### src/logic/fe_cfg.svh
// Width, buffer depth and reset address macros for the fetch front end

`ifndef FE_CFG_SVH
`define FE_CFG_SVH

// ==============================
// Datapath widths
// ==============================

// Address and memory word width in bits
`define FE_XLEN 32

// Width of one instruction parcel, a compressed instruction fits in one
`define FE_HALF_W 16

// ==============================
// Fetch queue and reset
// ==============================

// Number of fetch queue entries, a power of two of 4 or more
`define FE_IBUF_DEPTH 8

// Address of the first fetch after reset
`define FE_RESET_PC 32'h0000_0000

`endif

### src/logic/fe_pkg.sv
// Package fe_pkg with the vector typedefs, the queue and output structs and the aligner states

`include "fe_cfg.svh"

package fe_pkg;

    // Byte address as seen on the fetch bus
    typedef logic [`FE_XLEN-1:0] addr_t;

    // One memory word as returned by the instruction memory
    typedef logic [`FE_XLEN-1:0] word_t;

    // One 16 bit instruction parcel
    typedef logic [`FE_HALF_W-1:0] half_t;

    // Queue entry: the returned word tagged with the address it was fetched from
    typedef struct packed {
        addr_t addr;
        word_t word;
    } fetch_entry_t;

    // Instruction handed to the back end, compressed parcels arrive zero-extended
    typedef struct packed {
        word_t instr;
        addr_t pc;
        logic  compressed;
    } instr_out_t;

    // EMPTY holds no parcel, HELD_UPPER holds the first half of a full instruction
    typedef enum logic {
        EMPTY,
        HELD_UPPER
    } align_state_t;

endpackage : fe_pkg

### src/logic/pc_gen.sv
// Module pc_gen with the redirect priority mux, program counter register and fetch strobe

`timescale 1ns/10ps

`include "fe_cfg.svh"

module pc_gen import fe_pkg::*; (
    input  logic  clk_i,
    input  logic  rst_n_i,

    // Redirect requests from the back end
    input  logic  exception_i,
    input  addr_t handler_pc_i,
    input  logic  handler_return_i,
    input  addr_t return_pc_i,
    input  logic  branch_taken_i,
    input  addr_t branch_target_i,

    // Space left in the fetch queue for one more response
    input  logic  room_i,

    // Memory request and flush of everything younger than a redirect
    output logic  fetch_o,
    output addr_t fetch_addr_o,
    output logic  flush_o
);

    // Address of the most recent fetch
    addr_t pc_q;

    // Word address that follows the current pc
    addr_t next_seq_pc;

    logic redirect;

    // ==============================
    // Next address selection
    // ==============================

    // A redirect may land on a half-word, so the low bits are cleared
    // before stepping to the following word
    assign next_seq_pc = {pc_q[`FE_XLEN-1:2], 2'b00} + addr_t'(4);

    assign redirect = exception_i | handler_return_i | branch_taken_i;

    always_comb begin
        // Priority runs from trap entry down to plain sequential fetch
        if (exception_i) begin
            fetch_addr_o = handler_pc_i;
        end else if (handler_return_i) begin
            fetch_addr_o = return_pc_i;
        end else if (branch_taken_i) begin
            fetch_addr_o = branch_target_i;
        end else begin
            fetch_addr_o = next_seq_pc;
        end
    end

    // A redirect always fetches since the flush frees the whole queue
    // Nothing is fetched while reset is held
    assign fetch_o = rst_n_i & (redirect | room_i);

    // Any redirect invalidates every older word downstream
    assign flush_o = redirect;

    // ==============================
    // Program counter register
    // ==============================

    // Reset value sits one word below the reset address so the
    // sequential path produces the reset address on the first fetch
    always_ff @(posedge clk_i) begin
        if (!rst_n_i) begin
            pc_q <= addr_t'(`FE_RESET_PC) - addr_t'(4);
        end else if (fetch_o) begin
            pc_q <= fetch_addr_o;
        end
    end

endmodule : pc_gen

### src/logic/fetch_queue.sv
// Module fetch_queue: pending fetch tracking, circular response buffer and room flag

`timescale 1ns/10ps

`include "fe_cfg.svh"

module fetch_queue import fe_pkg::*; (
    input  logic         clk_i,
    input  logic         rst_n_i,
    input  logic         flush_i,

    // Request side, the address is kept until its word comes back
    input  logic         fetch_i,
    input  addr_t        fetch_addr_i,

    // Memory response, always one cycle after the request
    input  logic         mem_valid_i,
    input  word_t        mem_word_i,

    // Consumer side
    input  logic         pop_i,
    output fetch_entry_t head_o,
    output logic         not_empty_o,
    output logic         room_o
);

    localparam int DEPTH = `FE_IBUF_DEPTH;
    localparam int PTR_W = $clog2(DEPTH);

    // ==============================
    // Pending request
    // ==============================

    logic  pending_valid_q;
    addr_t pending_addr_q;

    // Only one request is ever outstanding because memory answers in one cycle
    always_ff @(posedge clk_i) begin
        if (!rst_n_i) begin
            pending_valid_q <= 1'b0;
        end else begin
            // A redirect fetch in the flush cycle becomes the new pending one
            pending_valid_q <= fetch_i;
        end
    end

    always_ff @(posedge clk_i) begin
        if (fetch_i) begin
            pending_addr_q <= fetch_addr_i;
        end
    end

    // ==============================
    // Circular buffer
    // ==============================

    fetch_entry_t buffer_q [DEPTH];

    // Pointers carry one extra wrap bit so full and empty differ
    logic [PTR_W:0]   wr_ptr_q;
    logic [PTR_W:0]   rd_ptr_q;
    logic [PTR_W:0]   level;
    logic [PTR_W+1:0] in_flight;
    logic             write_en;

    // Words that answer a fetch issued before a flush are dropped here,
    // the check on pending also drops a stray response right after reset
    assign write_en = mem_valid_i & pending_valid_q & !flush_i;

    always_ff @(posedge clk_i) begin
        if (write_en) begin
            buffer_q[wr_ptr_q[PTR_W-1:0]].addr <= pending_addr_q;
            buffer_q[wr_ptr_q[PTR_W-1:0]].word <= mem_word_i;
        end
    end

    always_ff @(posedge clk_i) begin
        if (!rst_n_i || flush_i) begin
            wr_ptr_q <= '0;
            rd_ptr_q <= '0;
        end else begin
            if (write_en) begin
                wr_ptr_q <= wr_ptr_q + 1'b1;
            end
            if (pop_i) begin
                rd_ptr_q <= rd_ptr_q + 1'b1;
            end
        end
    end

    assign level = wr_ptr_q - rd_ptr_q;

    assign head_o      = buffer_q[rd_ptr_q[PTR_W-1:0]];
    assign not_empty_o = (level != '0);

    // Stored words plus the response still on its way must leave a free
    // slot for the word a new fetch will return
    assign in_flight = {1'b0, level} + (PTR_W+2)'(pending_valid_q);
    assign room_o    = (in_flight < (PTR_W+2)'(DEPTH));

endmodule : fetch_queue

### src/logic/instr_aligner.sv
// Module instr_align: parcel splitting, boundary-crossing assembly and the output register

`timescale 1ns/10ps

`include "fe_cfg.svh"

module instr_align import fe_pkg::*; (
    input  logic         clk_i,
    input  logic         rst_n_i,
    input  logic         flush_i,
    input  logic         stall_i,

    // Oldest buffered word from the fetch queue
    input  fetch_entry_t head_i,
    input  logic         not_empty_i,
    output logic         pop_o,

    // Instruction towards the back end
    output logic         instr_valid_o,
    output instr_out_t   instr_o
);

    // ==============================
    // Alignment state
    // ==============================

    align_state_t state_q;
    align_state_t state_d;

    // Set once the lower half of the head word has been consumed
    logic use_upper_q;
    logic use_upper_d;

    // First parcel of a full instruction that crosses into the next word
    half_t held_half_q;
    addr_t held_pc_q;
    logic  hold_en;

    logic       upper_sel;
    half_t      parcel;
    addr_t      parcel_pc;
    logic       parcel_full;
    logic       emit;
    instr_out_t emit_instr;
    logic       advance;

    // Nothing moves while the back end stalls or a redirect flushes
    assign advance = !stall_i & !flush_i & not_empty_i;

    // A redirect to a half-word target leaves bit 1 set in the entry address
    assign upper_sel = use_upper_q | head_i.addr[1];
    assign parcel    = upper_sel ? head_i.word[`FE_XLEN-1:`FE_HALF_W]
                                 : head_i.word[`FE_HALF_W-1:0];
    assign parcel_pc = {head_i.addr[`FE_XLEN-1:2], upper_sel, 1'b0};

    // Both low bits set marks the first parcel of a 32 bit instruction
    assign parcel_full = (parcel[1:0] == 2'b11);

    always_comb begin
        state_d     = state_q;
        use_upper_d = use_upper_q;
        emit        = 1'b0;
        pop_o       = 1'b0;
        hold_en     = 1'b0;
        emit_instr  = '{instr: head_i.word, pc: parcel_pc, compressed: 1'b0};

        if (advance) begin
            if (state_q == HELD_UPPER) begin
                // Finish the crossing instruction with this word's lower half
                emit        = 1'b1;
                emit_instr  = '{instr: {head_i.word[`FE_HALF_W-1:0], held_half_q},
                                pc: held_pc_q, compressed: 1'b0};
                state_d     = EMPTY;
                use_upper_d = 1'b1;
            end else if (!parcel_full) begin
                // Compressed parcel, leaves zero-extended
                emit        = 1'b1;
                emit_instr  = '{instr: word_t'(parcel), pc: parcel_pc, compressed: 1'b1};
                pop_o       = upper_sel;
                use_upper_d = !upper_sel;
            end else if (!upper_sel) begin
                // Full instruction that fills the whole word
                emit        = 1'b1;
                pop_o       = 1'b1;
                use_upper_d = 1'b0;
            end else begin
                // Full instruction starting in the upper half, keep it for the next word
                hold_en     = 1'b1;
                pop_o       = 1'b1;
                state_d     = HELD_UPPER;
                use_upper_d = 1'b0;
            end
        end
    end

    // ==============================
    // State and output registers
    // ==============================

    always_ff @(posedge clk_i) begin
        if (!rst_n_i || flush_i) begin
            state_q     <= EMPTY;
            use_upper_q <= 1'b0;
        end else begin
            state_q     <= state_d;
            use_upper_q <= use_upper_d;
        end
    end

    always_ff @(posedge clk_i) begin
        if (hold_en) begin
            held_half_q <= parcel;
            held_pc_q   <= parcel_pc;
        end
    end

    // A flush wins over a stall so nothing older than a redirect remains visible
    always_ff @(posedge clk_i) begin
        if (!rst_n_i || flush_i) begin
            instr_valid_o <= 1'b0;
        end else if (!stall_i) begin
            instr_valid_o <= emit;
        end
    end

    always_ff @(posedge clk_i) begin
        if (!stall_i && emit) begin
            instr_o <= emit_instr;
        end
    end

endmodule : instr_align

### src/logic/fetch_front_end.sv
// Module fetch_front_end: top level chaining the PC generator, fetch queue and aligner

`timescale 1ns/10ps

module fetch_front_end import fe_pkg::*; (
    input  logic       clk_i,
    input  logic       rst_n_i,

    // Instruction memory
    output logic       fetch_o,
    output addr_t      fetch_addr_o,
    input  logic       mem_valid_i,
    input  word_t      mem_word_i,

    // Redirects, listed from highest to lowest priority
    input  logic       exception_i,
    input  addr_t      handler_pc_i,
    input  logic       handler_return_i,
    input  addr_t      return_pc_i,
    input  logic       branch_taken_i,
    input  addr_t      branch_target_i,

    // Back end
    input  logic       stall_i,
    output logic       instr_valid_o,
    output instr_out_t instr_o
);

    logic         flush;
    logic         room;
    logic         pop;
    logic         not_empty;
    fetch_entry_t head;

    // ==============================
    // Fetch chain
    // ==============================

    pc_gen i_pc_gen (
        .clk_i            ( clk_i            ),
        .rst_n_i          ( rst_n_i          ),
        .exception_i      ( exception_i      ),
        .handler_pc_i     ( handler_pc_i     ),
        .handler_return_i ( handler_return_i ),
        .return_pc_i      ( return_pc_i      ),
        .branch_taken_i   ( branch_taken_i   ),
        .branch_target_i  ( branch_target_i  ),
        .room_i           ( room             ),
        .fetch_o          ( fetch_o          ),
        .fetch_addr_o     ( fetch_addr_o     ),
        .flush_o          ( flush            )
    );

    // The queue sees the same strobe and address that go out to memory
    fetch_queue i_fetch_queue (
        .clk_i        ( clk_i        ),
        .rst_n_i      ( rst_n_i      ),
        .flush_i      ( flush        ),
        .fetch_i      ( fetch_o      ),
        .fetch_addr_i ( fetch_addr_o ),
        .mem_valid_i  ( mem_valid_i  ),
        .mem_word_i   ( mem_word_i   ),
        .pop_i        ( pop          ),
        .head_o       ( head         ),
        .not_empty_o  ( not_empty    ),
        .room_o       ( room         )
    );

    instr_align i_instr_align (
        .clk_i         ( clk_i         ),
        .rst_n_i       ( rst_n_i       ),
        .flush_i       ( flush         ),
        .stall_i       ( stall_i       ),
        .head_i        ( head          ),
        .not_empty_i   ( not_empty     ),
        .pop_o         ( pop           ),
        .instr_valid_o ( instr_valid_o ),
        .instr_o       ( instr_o       )
    );

endmodule : fetch_front_end

### config.mk
export PLATFORM = sky130hd
export DESIGN_NAME = fetch_front_end
export DESIGN_NICKNAME = d
export VERILOG_FILES = /design/src/logic/fe_pkg.sv /design/src/logic/pc_gen.sv /design/src/logic/fetch_queue.sv /design/src/logic/instr_aligner.sv /design/src/logic/fetch_front_end.sv
export VERILOG_INCLUDE_DIRS = /design/src /design/src/logic
export SDC_FILE = /design/constraint.sdc
export NUM_CORES = 1
export LEC_CHECK = 0
export BUFFER_PORTS_ARGS = -buffer_cell sky130_fd_sc_hd__buf_2
export CAP_MARGIN = 0
export CORE_MARGIN = 5
export CORE_UTILIZATION = 55
export CTS_CLUSTER_SIZE = 24
export DETAILED_ROUTE_END_ITERATION = 7
export GPL_TIMING_DRIVEN = 0
export PLACE_DENSITY = 0.75
export SETUP_SLACK_MARGIN = 0.02
export SLEW_MARGIN = 30
export SYNTH_ARGS = -nofsm -noshare
export SYNTH_HDL_FRONTEND = slang
export SYNTH_SLANG_ARGS = --single-unit
### constraint.sdc
create_clock -name clk_i -period 7.85 [get_ports clk_i]
set_input_delay 0.3925 -clock clk_i [delete_from_list [all_inputs] [get_ports clk_i]]
set_output_delay 0.3925 -clock clk_i [all_outputs]
set_load 0.1 [all_outputs]
==> results.cfg <==
[clock_tree]
cts_tree = done
ctsHtreeMaxLevel = 3
ctsRootBufferMaster = sky130_fd_sc_hd__clkbuf_16
clkSinkCount = 691
cts_setup_buffers = 0
max-clock-path-buffers = 3
hold_buffers_post_cts = 0
cts-buffers-inserted = 67
post_cts.resized_instances = 0
insertion_delay_ps = 590
cts.reportedPaths.clkPinSlew_ps = 60

[global_routing]
antenna_violations_before_repair = 4
grtUsageTotal_pct = 24.5
grt_pass1_vias = 16333
globalRoute.totalOverflow = 0
maximum_number_of_pins_on_one_net_before_global_route_repair = 45
wire_length_of_the_first_global_routing_pass_um = 100000

[synth]
post_synth_simple_gate_area_pct = 4.53
post_synth_xor_area_fraction_pct = 0.506
sequential_cell_area_fraction_in_the_yosys_report_pct = 73.3
synth_area_per_cell_um2 = 18.3
mappedNetlistNets = 1658
yosys_warnings = 0
netlist.top_cell.by_area = sky130_fd_sc_hd__edfxtp_1
netlist_top_cells_area = sky130_fd_sc_hd__edfxtp_1 (70%), sky130_fd_sc_hd__mux4_2 (10%), sky130_fd_sc_hd__dfxtp_1 (3.3%)
synth_edf_count = 646
yosys_most_used_dff = sky130_fd_sc_hd__edfxtp_1
synthAdderAreaFrac_pct = 0.344
mappedNetlistArea_um2 = 27700
area_fraction_in_compound_gates_after_synthesis_pct = 4.76
cell_variety_after_synth = 68
ys_async_sr_fraction_pct = 0
synth_top_area_share_pct = 70.1
synthCells = 1516
combinational_family_with_the_most_area_after_synthesis = multiplexers
synthMuxAreaShare_pct = 14.6
ys_seq_elements = 691

[worst_setup_path]
crit_path_cell_trace = ha_1 > inv_1 > fa_1 > xor2_1 > and4b_1 > o31a_1 > clkbuf_1 > clkbuf_1 > nor2_4 > buf_16 > buf_2
timing.critical_path.to_type = output port
r2r_setup_slack_ps = 4260
critical_path_required_ps = 7460
critPathKind = reg -> out
cpMostUsedCell = sky130_fd_sc_hd__clkbuf_1
worstPathArrival_ps = 4030
critical_path.endpoint = fetch_o
crit_path_start_kind = flop
reg2reg_to = i_instr_align.instr_o[12]
critPathLaunch = i_fetch_queue.rd_ptr_q[0]
cpPeakStageDelay_ps = 480
worstRegToRegCells = 11
crit_path_max_fanout = 26
slowest_cell_on_the_critical_path = sky130_fd_sc_hd__buf_2

[routing]
drt_iter0_markers = 1576
drt-vias-per-instance = 6.15
postRouteWirelength_um = 66700
drcViolationCount = 0
drt_first_pass_iters = 6
drtAntennaViolNets = 0
via_count = 15903
avg_wl_per_cell_um = 25.8

[placement]
place_congestion = 0.922
area_after_dpl_um2 = 30600
numPlacedInstances = 2467
place.detailed.hpwl_um = 46400
io_buffer_count = 229

[timing]
report.final.hold_viol_count = 0
timing.clock.skew_ps = 24.7
achievable-frequency_mhz = 226
final_period_utilization_pct = 56.4
timing.max_slew.rel_slack_pct = 40.7
setup-violations-final = 0
worst-slew-pin-transition_ps = 890
slew_viol_final = 0
rsz0062_at_grt = no
layout_min_cycle_time_ps = 4420

[power]
p_per_area_nw_per_um2 = 230
power_w = 0.00753
cell_internal_pwr_w = 0.00591
net-switching-power_w = 0.00163
irDropWorstVdd_mv = 0.176
static-leakage-power_nw = 10.9
flop_pwr_share_pct = 54.5
share_clk_of_total_power_pct = 40.7
netSwitchingFraction_pct = 21.6
power_frac_comb_pct = 4.9

[job]
cap_viol_max_count = 0

[hold_path]
holdPathStages = 1
hold_path.class = in -> reg

[floorplan]
die-width_um = 234
fp.dieArea_um2 = 54900
floorplan.rows = 82
fp.dieH_um = 234
design.core.area_um2 = 50000
initial_core_utilization_pct = 55.4
floorplan.io_pins = 234

[finish]
fin_cells = 2587
number_of_nets_in_the_layout = 2006
finish.instance_area_um2 = 32700
layout-area-overhead-vs-synth_pct = 18.2
post_route_cells_drive_above_1_share_pct = 32.5

[status]
run_status = completed
-- power by group through the flow --
stage               Clock (W)  Sequential [W]  Combinational (W)
floorplan                   0         0.00417           0.000244
global placement            0         0.00418           0.000352
detailed placement          0         0.00418           0.000361
CTS                   0.00312         0.00410           0.000363
global route          0.00327         0.00411           0.000386
finish                0.00306         0.00410           0.000366
-- final cells by class --
type                       instances  area (µm²)
multi-input combinational        703        6940
antenna                            1        2.50
sequential                       691       20300
timing repair buffer             279        2010
buffer                            90         400
fill                            3315       17300
clock inverter                    33         262
inverter                          32         123
clock buffer                      86        1830
tap                              672         841
-- synthesized netlist by cell type, drive strengths merged, types with 3 or more instances --
master and number:
o31a 5, nand2b 13, nand3b 4, o22ai 27, or3 3, xor2 7, o31ai 8, o211ai 9
o21ai 22, nor4 10, inv 32, nand3 33, a21oi 29, nand2 79, dfxtp 45, nor2 51
a22oi 5, mux2 64, nand4 24, o311ai 4, clkbuf 40, o221ai 16, o21a 10, o2bb2ai 4
a2bb2oi 7, or4 4, a31oi 5, a211o 6, a221oi 9, buf 50, xnor2 9, nor3 13
mux4 125, ha 6, and2 8, and3 4, mux2i 51, edfxtp 646, a21boi 3
-- cells by family (layout without fill, tap and decap cells) --
family | after synthesis | count (layout)
flip-flops | 691 | 691
AND/OR/NAND/NOR | 254 | 254
multiplexers | 240 | 240
XOR/XNOR | 16 | 16
AO/OA/AOI/OAI | 185 | 185
adder cells (fa/ha/maj) | 7 | 7
buffers and inverters | 122 | 520
other | 1 | 2
-- worst max-delay path: cells and delay by family (launching register included) --
family / cells / cell delay, ps
buf+inv: 5 / 1370
fa+ha+maj: 2 / 610
simple gates: 2 / 570
flops: 1 / 420
compound gates: 1 / 280
xor+xnor: 1 / 170
-- how the worst min path moves through the flow --
| stage | from | to |
|---|---|---|
| global route | mem_word_i[9] | i_fetch_queue.buffer_q[3][9] |
| floorplan | i_fetch_queue.rd_ptr_q[3] | i_fetch_queue.rd_ptr_q[3] |
| global placement | i_fetch_queue.rd_ptr_q[3] | i_fetch_queue.rd_ptr_q[3] |
| CTS | mem_word_i[10] | i_fetch_queue.buffer_q[7][10] |
| finish | mem_word_i[3] | i_fetch_queue.buffer_q[0][3] |
| detailed placement | i_fetch_queue.rd_ptr_q[3] | i_fetch_queue.rd_ptr_q[3] |
-- sequential cells by signal (all words and copies together), names as in the netlist, 4 cells and up, named ones only --
| name | flops |
|---|---|
| i_fetch_queue.buffer_q | 504 |
| i_fetch_queue.wr_ptr_q | 4 |
| i_instr_align.held_half_q | 16 |
| i_fetch_queue.pending_addr_q | 31 |
| i_instr_align.held_pc_q | 31 |
| i_instr_align.instr_o | 64 |
| i_pc_gen.pc_q | 30 |
| i_fetch_queue.rd_ptr_q | 4 |
-- metrics by stage --
| stage | utilization [%] | TNS, ps | setup WS (ps) | hold slack, ps |
|---|---|---|---|---|
| floorplan | - | 0 | 1570 | 459 |
| global placement | 59.4 | -433130 | -3480 | 474 |
| detailed placement | 61.3 | 0 | 4070 | 478 |
| CTS | 65.5 | 0 | 3400 | 35.8 |
| global route | 65.5 | 0 | 3300 | 57.8 |
| finish | 65.5 | 0 | 3430 | 72.5 |
-- placed cells by master, fill, tap and decap left out, types with 13 or more instances in the layout --
master	instances
sky130_fd_sc_hd__edfxtp_1	646
sky130_fd_sc_hd__buf_2	264
sky130_fd_sc_hd__mux4_2	125
sky130_fd_sc_hd__nand2_1	79
sky130_fd_sc_hd__clkbuf_16	70
sky130_fd_sc_hd__mux2_2	64
sky130_fd_sc_hd__clkbuf_1	54
sky130_fd_sc_hd__mux2i_1	51
sky130_fd_sc_hd__dfxtp_1	45
sky130_fd_sc_hd__nor2_1	43
sky130_fd_sc_hd__nand3_1	32
sky130_fd_sc_hd__inv_1	31
sky130_fd_sc_hd__a21oi_1	29
sky130_fd_sc_hd__o22ai_1	27
sky130_fd_sc_hd__nand4_1	23
sky130_fd_sc_hd__buf_4	22
sky130_fd_sc_hd__buf_16	22
sky130_fd_sc_hd__o21ai_0	20
sky130_fd_sc_hd__o221ai_1	16
sky130_fd_sc_hd__nand2b_1	13
sky130_fd_sc_hd__clkinv_2	13
-- routing by layer --
metal | vias up | part of all wire (%) | track usage (%)
li1 | 6864 | - | -
met1 | 8083 | 40 | 34.3
met2 | 840 | 50 | 39.9
met3 | 110 | 8.3 | 4.86
met4 | 6 | 2.4 | 7.28
met5 | - | 0.063 | 0
Power figures use the tool's default switching activity.
